`config.mk`:
```
export PLATFORM = sky130hd
export DESIGN_NAME = reg_core_top
export DESIGN_NICKNAME = d
export VERILOG_FILES = /design/src/source/reg_core_pkg.sv /design/src/source/reg_file.sv /design/src/source/reg_scoreboard.sv /design/src/source/exec_pipe.sv /design/src/source/reg_core_top.sv
export VERILOG_INCLUDE_DIRS = /design/src /design/src/source
export SDC_FILE = /design/constraint.sdc
export NUM_CORES = 2
export LEC_CHECK = 0
export BUFFER_PORTS_ARGS = -buffer_cell sky130_fd_sc_hd__buf_2
export CAP_MARGIN = 20
export CORE_MARGIN = 2
export CORE_UTILIZATION = 55
export DETAILED_ROUTE_END_ITERATION = 16
export PLACE_DENSITY_LB_ADDON = 0.08
export RECOVER_POWER = 100
export SYNTH_ARGS = -nofsm -noshare
export SYNTH_HDL_FRONTEND = slang
export SYNTH_HIERARCHICAL = 1
export SYNTH_SLANG_ARGS = --single-unit
```
`constraint.sdc`:
```
create_clock -name clk -period 5.9 [get_ports clk]
set_input_delay 1.18 -clock clk [delete_from_list [all_inputs] [get_ports clk]]
set_output_delay 1.18 -clock clk [all_outputs]
set_load 0.01 [all_outputs]
```
`src/source/reg_core_defines.svh`:
```
`ifndef REG_CORE_DEFINES_SVH
`define REG_CORE_DEFINES_SVH

// data path width
`define WORD_W 32

// 32 architectural registers
`define REG_ADDR_W 5

// one bit per outstanding branch level
`define CONTEXT_W 4

// x1 holds the return address
`define LR_ADDR 1

`endif

```
`src/source/reg_core_pkg.sv`:
```
`include "reg_core_defines.svh"

package reg_core_pkg;

    typedef logic [`WORD_W-1:0] word_t;

    typedef logic [`REG_ADDR_W-1:0] reg_addr_t;

    // branch context mask, a set bit ties a write to that branch level
    typedef logic [`CONTEXT_W-1:0] context_t;

    // op_li ignores rs2 and takes the immediate as operand b
    typedef enum logic [2:0] {
        op_add,
        op_sub,
        op_and,
        op_or,
        op_xor,
        op_shl,
        op_li
    } alu_op_e;

endpackage

```
`src/source/reg_file.sv`:
```
`include "reg_core_defines.svh"

module reg_file (
    input  logic                  clk,
    input  logic                  rst_n,
    input  reg_core_pkg::reg_addr_t ra1,
    input  reg_core_pkg::reg_addr_t ra2,
    output reg_core_pkg::word_t   rd1,
    output reg_core_pkg::word_t   rd2,
    input  logic                  we,
    input  reg_core_pkg::reg_addr_t wa,
    input  reg_core_pkg::word_t   wd
);

    import reg_core_pkg::*;

    localparam int NUM_REGS = 1 << `REG_ADDR_W;

    // x0 has no storage
    word_t regs [1:NUM_REGS-1];

    always_ff @(posedge clk) begin
        if (!rst_n) begin
            for (int i = 1; i < NUM_REGS; i++) begin
                regs[i] <= '0;
            end
        end else if (we && (wa != '0)) begin
            regs[wa] <= wd;
        end
    end

    // combinational reads, x0 reads zero
    always_comb begin
        if (ra1 == '0) begin
            rd1 = '0;
        end else begin
            rd1 = regs[ra1];
        end
    end

    always_comb begin
        if (ra2 == '0) begin
            rd2 = '0;
        end else begin
            rd2 = regs[ra2];
        end
    end

endmodule

```
`src/source/reg_scoreboard.sv`:
```
`include "reg_core_defines.svh"

module reg_scoreboard (
    input  logic                    clk,
    input  logic                    rst_n,

    // issue side
    input  logic                    issue_valid,
    input  reg_core_pkg::alu_op_e   issue_op,
    input  reg_core_pkg::reg_addr_t issue_rs1,
    input  reg_core_pkg::reg_addr_t issue_rs2,
    input  reg_core_pkg::reg_addr_t issue_rd,
    input  reg_core_pkg::word_t     issue_imm,
    input  reg_core_pkg::context_t  issue_context,
    output logic                    issue_stall,

    // branch flush
    input  logic                    branch_hazard,
    input  reg_core_pkg::context_t  hazard_context,

    // writeback from the execute pipe
    input  logic                    wb_valid,
    input  reg_core_pkg::reg_addr_t wb_rd,
    input  reg_core_pkg::word_t     wb_data,

    // register file read ports
    output reg_core_pkg::reg_addr_t ra1,
    output reg_core_pkg::reg_addr_t ra2,
    input  reg_core_pkg::word_t     rd1,
    input  reg_core_pkg::word_t     rd2,

    // execute pipe inputs
    output logic                    ex_valid,
    output reg_core_pkg::alu_op_e   ex_op,
    output reg_core_pkg::word_t     ex_a,
    output reg_core_pkg::word_t     ex_b,
    output reg_core_pkg::reg_addr_t ex_rd,
    output reg_core_pkg::context_t  ex_context,

    output logic                    lr_dirty
);

    import reg_core_pkg::*;

    localparam int NUM_REGS = 1 << `REG_ADDR_W;

    // one pending bit and issue context per register, bit 0 stays clear
    logic [NUM_REGS-1:0] pending;
    context_t            pend_context [NUM_REGS];

    logic  wb_hit_rs1;
    logic  wb_hit_rs2;
    logic  wb_hit_rd;
    logic  rs1_busy;
    logic  rs2_busy;
    logic  rd_busy;
    logic  issue_fire;
    word_t opnd_a;
    word_t opnd_b;

    // writeback in this cycle resolves the hazard on that register
    assign wb_hit_rs1 = wb_valid && (wb_rd == issue_rs1);
    assign wb_hit_rs2 = wb_valid && (wb_rd == issue_rs2);
    assign wb_hit_rd  = wb_valid && (wb_rd == issue_rd);

    assign rs1_busy = pending[issue_rs1] && !wb_hit_rs1;
    assign rs2_busy = pending[issue_rs2] && !wb_hit_rs2;
    assign rd_busy  = pending[issue_rd] && !wb_hit_rd;

    // nothing issues under a flush
    assign issue_stall = branch_hazard || rs1_busy || rs2_busy || rd_busy;
    assign issue_fire  = issue_valid && !issue_stall;

    assign ra1 = issue_rs1;
    assign ra2 = issue_rs2;

    // bypass from writeback, x0 never bypassed
    always_comb begin
        if (wb_hit_rs1 && (issue_rs1 != '0)) begin
            opnd_a = wb_data;
        end else begin
            opnd_a = rd1;
        end
    end

    always_comb begin
        if (issue_op == op_li) begin
            opnd_b = issue_imm;
        end else if (wb_hit_rs2 && (issue_rs2 != '0)) begin
            opnd_b = wb_data;
        end else begin
            opnd_b = rd2;
        end
    end

    assign ex_valid   = issue_fire;
    assign ex_op      = issue_op;
    assign ex_a       = opnd_a;
    assign ex_b       = opnd_b;
    assign ex_rd      = issue_rd;
    assign ex_context = issue_context;

    // set on issue beats clear by writeback or flush
    always_ff @(posedge clk) begin
        if (!rst_n) begin
            pending <= '0;
            for (int i = 0; i < NUM_REGS; i++) begin
                pend_context[i] <= '0;
            end
        end else begin
            for (int i = 1; i < NUM_REGS; i++) begin
                if (issue_fire && (issue_rd == reg_addr_t'(i))) begin
                    pending[i]      <= 1'b1;
                    pend_context[i] <= issue_context;
                end else if (wb_valid && (wb_rd == reg_addr_t'(i))) begin
                    pending[i]      <= 1'b0;
                    pend_context[i] <= '0;
                end else if (branch_hazard && |(pend_context[i] & hazard_context)) begin
                    // squashed by the branch
                    pending[i]      <= 1'b0;
                    pend_context[i] <= '0;
                end
            end
        end
    end

    assign lr_dirty = pending[`LR_ADDR];

endmodule

```
`src/source/exec_pipe.sv`:
```
`include "reg_core_defines.svh"

module exec_pipe (
    input  logic                    clk,
    input  logic                    rst_n,

    input  logic                    ex_valid,
    input  reg_core_pkg::alu_op_e   ex_op,
    input  reg_core_pkg::word_t     ex_a,
    input  reg_core_pkg::word_t     ex_b,
    input  reg_core_pkg::reg_addr_t ex_rd,
    input  reg_core_pkg::context_t  ex_context,

    input  logic                    branch_hazard,
    input  reg_core_pkg::context_t  hazard_context,

    output logic                    wb_valid,
    output reg_core_pkg::reg_addr_t wb_rd,
    output reg_core_pkg::word_t     wb_data
);

    import reg_core_pkg::*;

    localparam int SHAMT_W = $clog2(`WORD_W);

    // stage 1 holds the issued op and its operands
    logic      s1_valid;
    alu_op_e   s1_op;
    word_t     s1_a;
    word_t     s1_b;
    reg_addr_t s1_rd;
    context_t  s1_context;

    logic  s1_squash;
    word_t alu_result;

    always_ff @(posedge clk) begin
        if (!rst_n) begin
            s1_valid <= 1'b0;
        end else begin
            s1_valid <= ex_valid;
        end
    end

    always_ff @(posedge clk) begin
        s1_op      <= ex_op;
        s1_a       <= ex_a;
        s1_b       <= ex_b;
        s1_rd      <= ex_rd;
        s1_context <= ex_context;
    end

    always_comb begin
        case (s1_op)
            op_add:  alu_result = s1_a + s1_b;
            op_sub:  alu_result = s1_a - s1_b;
            op_and:  alu_result = s1_a & s1_b;
            op_or:   alu_result = s1_a | s1_b;
            op_xor:  alu_result = s1_a ^ s1_b;
            op_shl:  alu_result = s1_a << s1_b[SHAMT_W-1:0];
            op_li:   alu_result = s1_b;
            default: alu_result = '0;
        endcase
    end

    // overlapping branch context kills the op before writeback
    assign s1_squash = branch_hazard && |(s1_context & hazard_context);

    always_ff @(posedge clk) begin
        if (!rst_n) begin
            wb_valid <= 1'b0;
        end else begin
            wb_valid <= s1_valid && !s1_squash;
        end
    end

    always_ff @(posedge clk) begin
        wb_rd   <= s1_rd;
        wb_data <= alu_result;
    end

endmodule

```
`src/source/reg_core_top.sv`:
```
module reg_core_top (
    input  logic                    clk,
    input  logic                    rst_n,

    input  logic                    issue_valid,
    input  reg_core_pkg::alu_op_e   issue_op,
    input  reg_core_pkg::reg_addr_t issue_rs1,
    input  reg_core_pkg::reg_addr_t issue_rs2,
    input  reg_core_pkg::reg_addr_t issue_rd,
    input  reg_core_pkg::word_t     issue_imm,
    input  reg_core_pkg::context_t  issue_context,
    output logic                    issue_stall,

    input  logic                    branch_hazard,
    input  reg_core_pkg::context_t  hazard_context,

    output logic                    wb_valid,
    output reg_core_pkg::reg_addr_t wb_rd,
    output reg_core_pkg::word_t     wb_data,
    output logic                    lr_dirty
);

    import reg_core_pkg::*;

    // register file reads
    reg_addr_t ra1;
    reg_addr_t ra2;
    word_t     rd1;
    word_t     rd2;

    // scoreboard to execute pipe
    logic      ex_valid;
    alu_op_e   ex_op;
    word_t     ex_a;
    word_t     ex_b;
    reg_addr_t ex_rd;
    context_t  ex_context;

    reg_scoreboard u_scoreboard (
        .clk            (clk),
        .rst_n          (rst_n),
        .issue_valid    (issue_valid),
        .issue_op       (issue_op),
        .issue_rs1      (issue_rs1),
        .issue_rs2      (issue_rs2),
        .issue_rd       (issue_rd),
        .issue_imm      (issue_imm),
        .issue_context  (issue_context),
        .issue_stall    (issue_stall),
        .branch_hazard  (branch_hazard),
        .hazard_context (hazard_context),
        .wb_valid       (wb_valid),
        .wb_rd          (wb_rd),
        .wb_data        (wb_data),
        .ra1            (ra1),
        .ra2            (ra2),
        .rd1            (rd1),
        .rd2            (rd2),
        .ex_valid       (ex_valid),
        .ex_op          (ex_op),
        .ex_a           (ex_a),
        .ex_b           (ex_b),
        .ex_rd          (ex_rd),
        .ex_context     (ex_context),
        .lr_dirty       (lr_dirty)
    );

    reg_file u_reg_file (
        .clk   (clk),
        .rst_n (rst_n),
        .ra1   (ra1),
        .ra2   (ra2),
        .rd1   (rd1),
        .rd2   (rd2),
        .we    (wb_valid),
        .wa    (wb_rd),
        .wd    (wb_data)
    );

    exec_pipe u_exec_pipe (
        .clk            (clk),
        .rst_n          (rst_n),
        .ex_valid       (ex_valid),
        .ex_op          (ex_op),
        .ex_a           (ex_a),
        .ex_b           (ex_b),
        .ex_rd          (ex_rd),
        .ex_context     (ex_context),
        .branch_hazard  (branch_hazard),
        .hazard_context (hazard_context),
        .wb_valid       (wb_valid),
        .wb_rd          (wb_rd),
        .wb_data        (wb_data)
    );

endmodule

```
# Yosys cells after proc, flatten, opt, wreduce, memory -nomap -nowiden
# Memories as Yosys holds them, arrays and structs flattened.
# Cells that the tools add are included.
[op_classes] n_mux=577 shifts=1 n_addsub=2 n_eq_ne=72 n_lt_le_gt_ge=3 bitwise=128 reduce_logical=183
[ops] cell="1-bit 2-to-1 mux" n=473
[ops] cell="4-bit 2-to-1 mux" n=93
[ops] cell="32-bit one-hot mux with 7 select lines" n=1
[ops] cell="32-bit 2-to-1 mux" n=6
[ops] cell="5-bit equality test (second input constant)" n=32
[ops] cell="4-bit bitwise AND" n=32
[ops] cell="4-bit OR reduction" n=32
[ops] cell="1-bit logical AND" n=105
[ops] cell="1-bit bitwise OR" n=93
[ops] cell="3-bit nonzero test" n=31
[ops] cell="5-bit by 4-bit equality test with 1-bit output (second input constant)" n=16
[ops] cell="5-bit by 3-bit equality test with 1-bit output (second input constant)" n=8
[ops] cell="32-bit adder" n=1
[ops] cell="32-bit bitwise AND" n=1
[ops] cell="32-bit bitwise OR" n=1
[ops] cell="32-bit OR reduction" n=1
[ops] cell="32-bit by 5-bit left shift with 32-bit output" n=1
[ops] cell="32-bit subtractor" n=1
[ops] cell="32-bit XOR" n=1
[ops] cell="5-bit by 2-bit equality test with 1-bit output (second input constant)" n=4
[ops] cell="5-bit by 6-bit less-than comparator with 1-bit output (second input constant)" n=3
[ops] cell="1-bit binary-select mux with 5-bit select" n=3
[ops] cell="5-bit equality test" n=3
[ops] cell="5-bit nonzero test" n=3
[ops] cell="9 further kinds" n=21
[word_totals] ramBits=1120 inputBits=62 mem_count=2 wordCells=1008 reg_bits=146
[mem_list] name="u_reg_file.regs" depth=31 width=32 rd=2 rd_clocked_by_memory_dff=0 write_ports=31 line_no="reg_file.sv:20" source="word_t regs [1:NUM_REGS-1];"
[mem_list] name="u_scoreboard.pend_context" depth=32 width=4 rd=31 rd_clocked_by_memory_dff=0 write_ports=32 line_no="reg_scoreboard.sv:49" source="context_t pend_context [NUM_REGS];"

# Logic depth before layout (Yosys ltp)
[logic_depth] ltp_word=16 mapped_depth=19 mapped_depth_nobuf=17

# Modules after synthesis
# Netlist, hierarchy kept.
[modules_own_cells] module="reg_file" cells_per_inst=3660 area_each_um2=54805.1 instances=1
[modules_own_cells] module="reg_scoreboard" cells_per_inst=936 area_each_um2=9422.8 instances=1
[modules_own_cells] module="exec_pipe" cells_per_inst=1056 area_each_um2=8805.9 instances=1

# Worst setup path after synthesis
# OpenSTA, ideal clock, no wires.
[synth_timing] path_kind="input -> register" startpoint="input port rst_n" endpoint="memory u_reg_file/regs[28][0] in the netlist's numbering (enable)" arrival_ps=4105 path_slack_ps=1329 path_stages=4 setup_time_ps=466 cell_sequence="nand2_1 -> or3_1 -> clkbuf_1 -> o21ai_0"
[synth_lines] element="start: declaration" line_no="reg_core_top.sv:3" source="input logic rst_n,"
[synth_lines] element="end: declaration" line_no="reg_file.sv:20"

==> summary.md <==
| Metric | Value |
|---|---|
| Simple-gate area share of the yosys netlist | `13.44%` |
| Most frequent cells in the layout | `1148 x edfxtp_1, 546 x and2_0, 474 x and2_1` |
| Sequential fraction of the synthesis area | `51.20%` |
| Synth Warn # | `6` |
| DRT antenna net count | `0` |
| Routed wire length | `248000 µm` |
| TritonCTS clock tree | `yes` |
| Die area | `135700 µm²` |
| Slowest stage delay, CP | `2.87 ns` |
| Die H | `368.4 µm` |
| Initial antenna violation count | `21` |
| Worst Tran Pin Value | `3.664 ns` |
| Mapped Cells | `5652` |
| Root buffer cell | `clkbuf_16` |
| Post-Syn Area | `73030 µm²` |
| Via count | `50795` |
| Failing checks | `capacitance limit, slew limit` |
| Num rows | `133` |
| Cell Chain, Critical Path | `clkbuf_1 > nand3b_1 > nor2_1 > and2_1` |
| Number of I/O port buffers | `101` |
| Placement Cell Area | `75540 µm²` |
| CTS Sinks | `1294` |
| Max-capacitance violation count | `80` |
| Reg clk slew, reported paths | `0.06 ns` |
| Startpoint Class | `flip-flop` |
| Max H-tree Level | `4` |
| Leak | `28.42 nW` |
| Vias in the first global route | `49973` |
| Post-synth top flop | `edfxtp_1` |
| Cts hold-fix bufs | `0` |
| TNS Setup | `0 ns` |
| Design Area, Final | `79320 µm²` |
| Post-synthesis mux area share | `19.81%` |
| Initial Utilization | `55.48%` |
| Pre-antenna DRT Iters | `6` |
| Clk buf depth | `3` |
| VDD IR max | `0.3034 mV` |
| Residual DRC | `0` |
| Flops & latches, synth | `1294` |
| Max-slew violations | `2237` |
| Asr flop ratio synth | `0%` |
| Wirelength per Cell | `33.30 µm` |
| Final Net Count | `5722` |
| GRT Util Overall | `36.32%` |
| Synth unique cells | `91` |
| Setup-failing EPs final | `0` |
| Crit Path Class | `reg -> reg` |
| Worst path slowest cell | `nor2_1` |
| Crit path buf inv count | `1` |
| Power Density | `303.2 nW/µm²` |
| Kind of cell adding the most delay to the critical path | `simple AND/OR/NAND/NOR gates` |
| Post-synthesis adder-cell area fraction | `1.689%` |
| Cts bufs inserted | `145` |
| Number of vias per cell | `6.822` |
| Complex-gate fraction of the synthesized area | `8.967%` |
| Final hold violations | `0` |
| EDFF count, synth | `1148` |
| Worst EP arrival | `5.98 ns` |
| Worst skew pair latency | `0.80 ns` |
| GRT overflow | `0` |
| Synthesized area per cell | `12.92 µm²` |
| XOR/XNOR share of the synthesized area | `0.7795%` |
| Critical Path RT | `6.53 ns` |
| RSZ-0062 raised after global routing | `false` |
| Synthesis-to-finish area growth | `8.609%` |
| DR iter-0 viols | `6371` |
| Fin crit period | `5.351 ns` |
| First-pass GRT wire length | `356300 µm` |
| Core footprint | `131600 µm²` |
| Post-CTS Setup Inserts | `0` |
| Crit. End Element | `flip-flop` |
| Gpl congestion | `0.9615` |
| Post_cts resized | `0` |
| I/O pin total | `102` |
| Largest family of logic cells by synthesized area | `multiplexers` |
| Status | `complete, but fails checks` |
| Slew headroom | `-145.1%` |
| Final worst path period share | `90.69%` |
| DP HPWL | `161200 µm` |
| Hold WC Path Type | `reg -> reg` |
| Worst Skew | `0.02971 ns` |
| Commonest non-fill, non-tap cell in the layout | `edfxtp_1` |
| F_max | `186.9 MHz` |
| Largest net degree at the start of global routing | `94` |
| DIE WIDTH | `368.4 µm` |
| Layout cell share with drive strength beyond 1 | `17.21%` |
| CP max FO | `32` |
[flip-flops by register name (all words and copies together) (netlist names)]
name / flops
u_scoreboard/pend_context: 124
u_exec_pipe/wb_valid: 1
u_reg_file/regs: 1024
u_exec_pipe/s1_op: 3
u_exec_pipe/s1_rd: 5
u_exec_pipe/s1_b: 32
u_exec_pipe/s1_a: 32
u_exec_pipe/wb_data: 32
u_scoreboard/pending: 31
u_exec_pipe/s1_valid: 1
u_exec_pipe/s1_context: 4
u_exec_pipe/wb_rd: 5
[where the power goes]
part	switching, W	internal, W
Clock	0.00381	0.00503
Combinational	0.00282	0.00146
Sequential	0.000478	0.0105
Total	0.00711	0.0169
[logic make-up after synthesis]
logic type,Yosys count
buf+inv,658
mux,881
fa+ha+maj,98
other cells,1
simple gates,1704
xor+xnor,65
compound gates,951
flops,1294
[cell usage after synthesis, types with 44 or more instances]
| master | instances | area share [%] |
|---|---|---|
| clkbuf_1 | 372 | 1.9 |
| mux2_2 | 86 | 1.3 |
| mux4_2 | 438 | 14 |
| dfxtp_1 | 146 | 4.0 |
| edfxtp_1 | 1148 | 47 |
| o22ai_1 | 59 | 0.51 |
| buf_2 | 83 | 0.57 |
| mux2i_1 | 353 | 4.8 |
| inv_1 | 92 | 0.47 |
| a21oi_1 | 184 | 1.3 |
| a22o_1 | 49 | 0.59 |
| o21ai_0 | 177 | 1.2 |
| nor2b_1 | 81 | 0.69 |
| nor3_1 | 118 | 0.81 |
| ha_1 | 97 | 1.7 |
| buf_4 | 54 | 0.56 |
| nand2_1 | 189 | 0.97 |
| nor2_1 | 128 | 0.66 |
| o221ai_1 | 44 | 0.53 |
| a22oi_1 | 133 | 1.4 |
| a211oi_1 | 59 | 0.61 |
| xnor2_1 | 47 | 0.56 |
| and2_1 | 1021 | 8.7 |
| o21a_1 | 47 | 0.48 |
[through the flow]
stage	util [%]	cells	hold WS (ns)	setup WS (ns)	total power [W]
floorplan	-	5683	0.3096	1.329	0.01368
global placement	57.29	7161	0.3099	1.238	0.01531
detailed placement	57.39	7167	0.3121	1.249	0.01535
CTS	60.87	7435	0.3249	1.216	0.02409
global route	60.25	7441	0.3373	0.5509	0.02477
finish	60.26	7446	0.3242	0.5494	0.02405
[metal layers]
layer / GRT usage, % / part of all wire, % / routed length [µm]
met3: 8.548 / 11 / 27880
met1: 49.10 / 38 / 95460
met5: 0 / 0.035 / 87
met4: 13.27 / 3.9 / 9639
met2: 57.56 / 46 / 114900
[area by class of cell]
class / count / area (µm²)
Timing Repair Buffer: 297 / 1794
Clock buffer: 197 / 3996
Inverter: 93 / 349.1
Clock inverter: 71 / 581.8
Fill cell: 10324 / 52310
Tap cell: 1755 / 2196
Antenna cell: 8 / 20.02
Multi-Input combinational cell: 3731 / 32980
Sequential cell: 1294 / 37400
[final timing paths]
kind	startpoint	to	slack, ns	cells past startpoint
min reg2reg	u_exec_pipe/s1_rd[0]$_DFF_P_	u_exec_pipe/wb_rd[0]$_DFF_P_	0.32	0
max	u_exec_pipe/wb_rd[2]$_DFF_P_	u_reg_file/regs[23][31]$_SDFFCE_PN0P_	0.55	4
min	u_exec_pipe/s1_rd[0]$_DFF_P_	u_exec_pipe/wb_rd[0]$_DFF_P_	0.32	0
max reg2reg	u_exec_pipe/wb_rd[2]$_DFF_P_	u_reg_file/regs[23][31]$_SDFFCE_PN0P_	0.55	4
(Power assumes the default switching activity.)
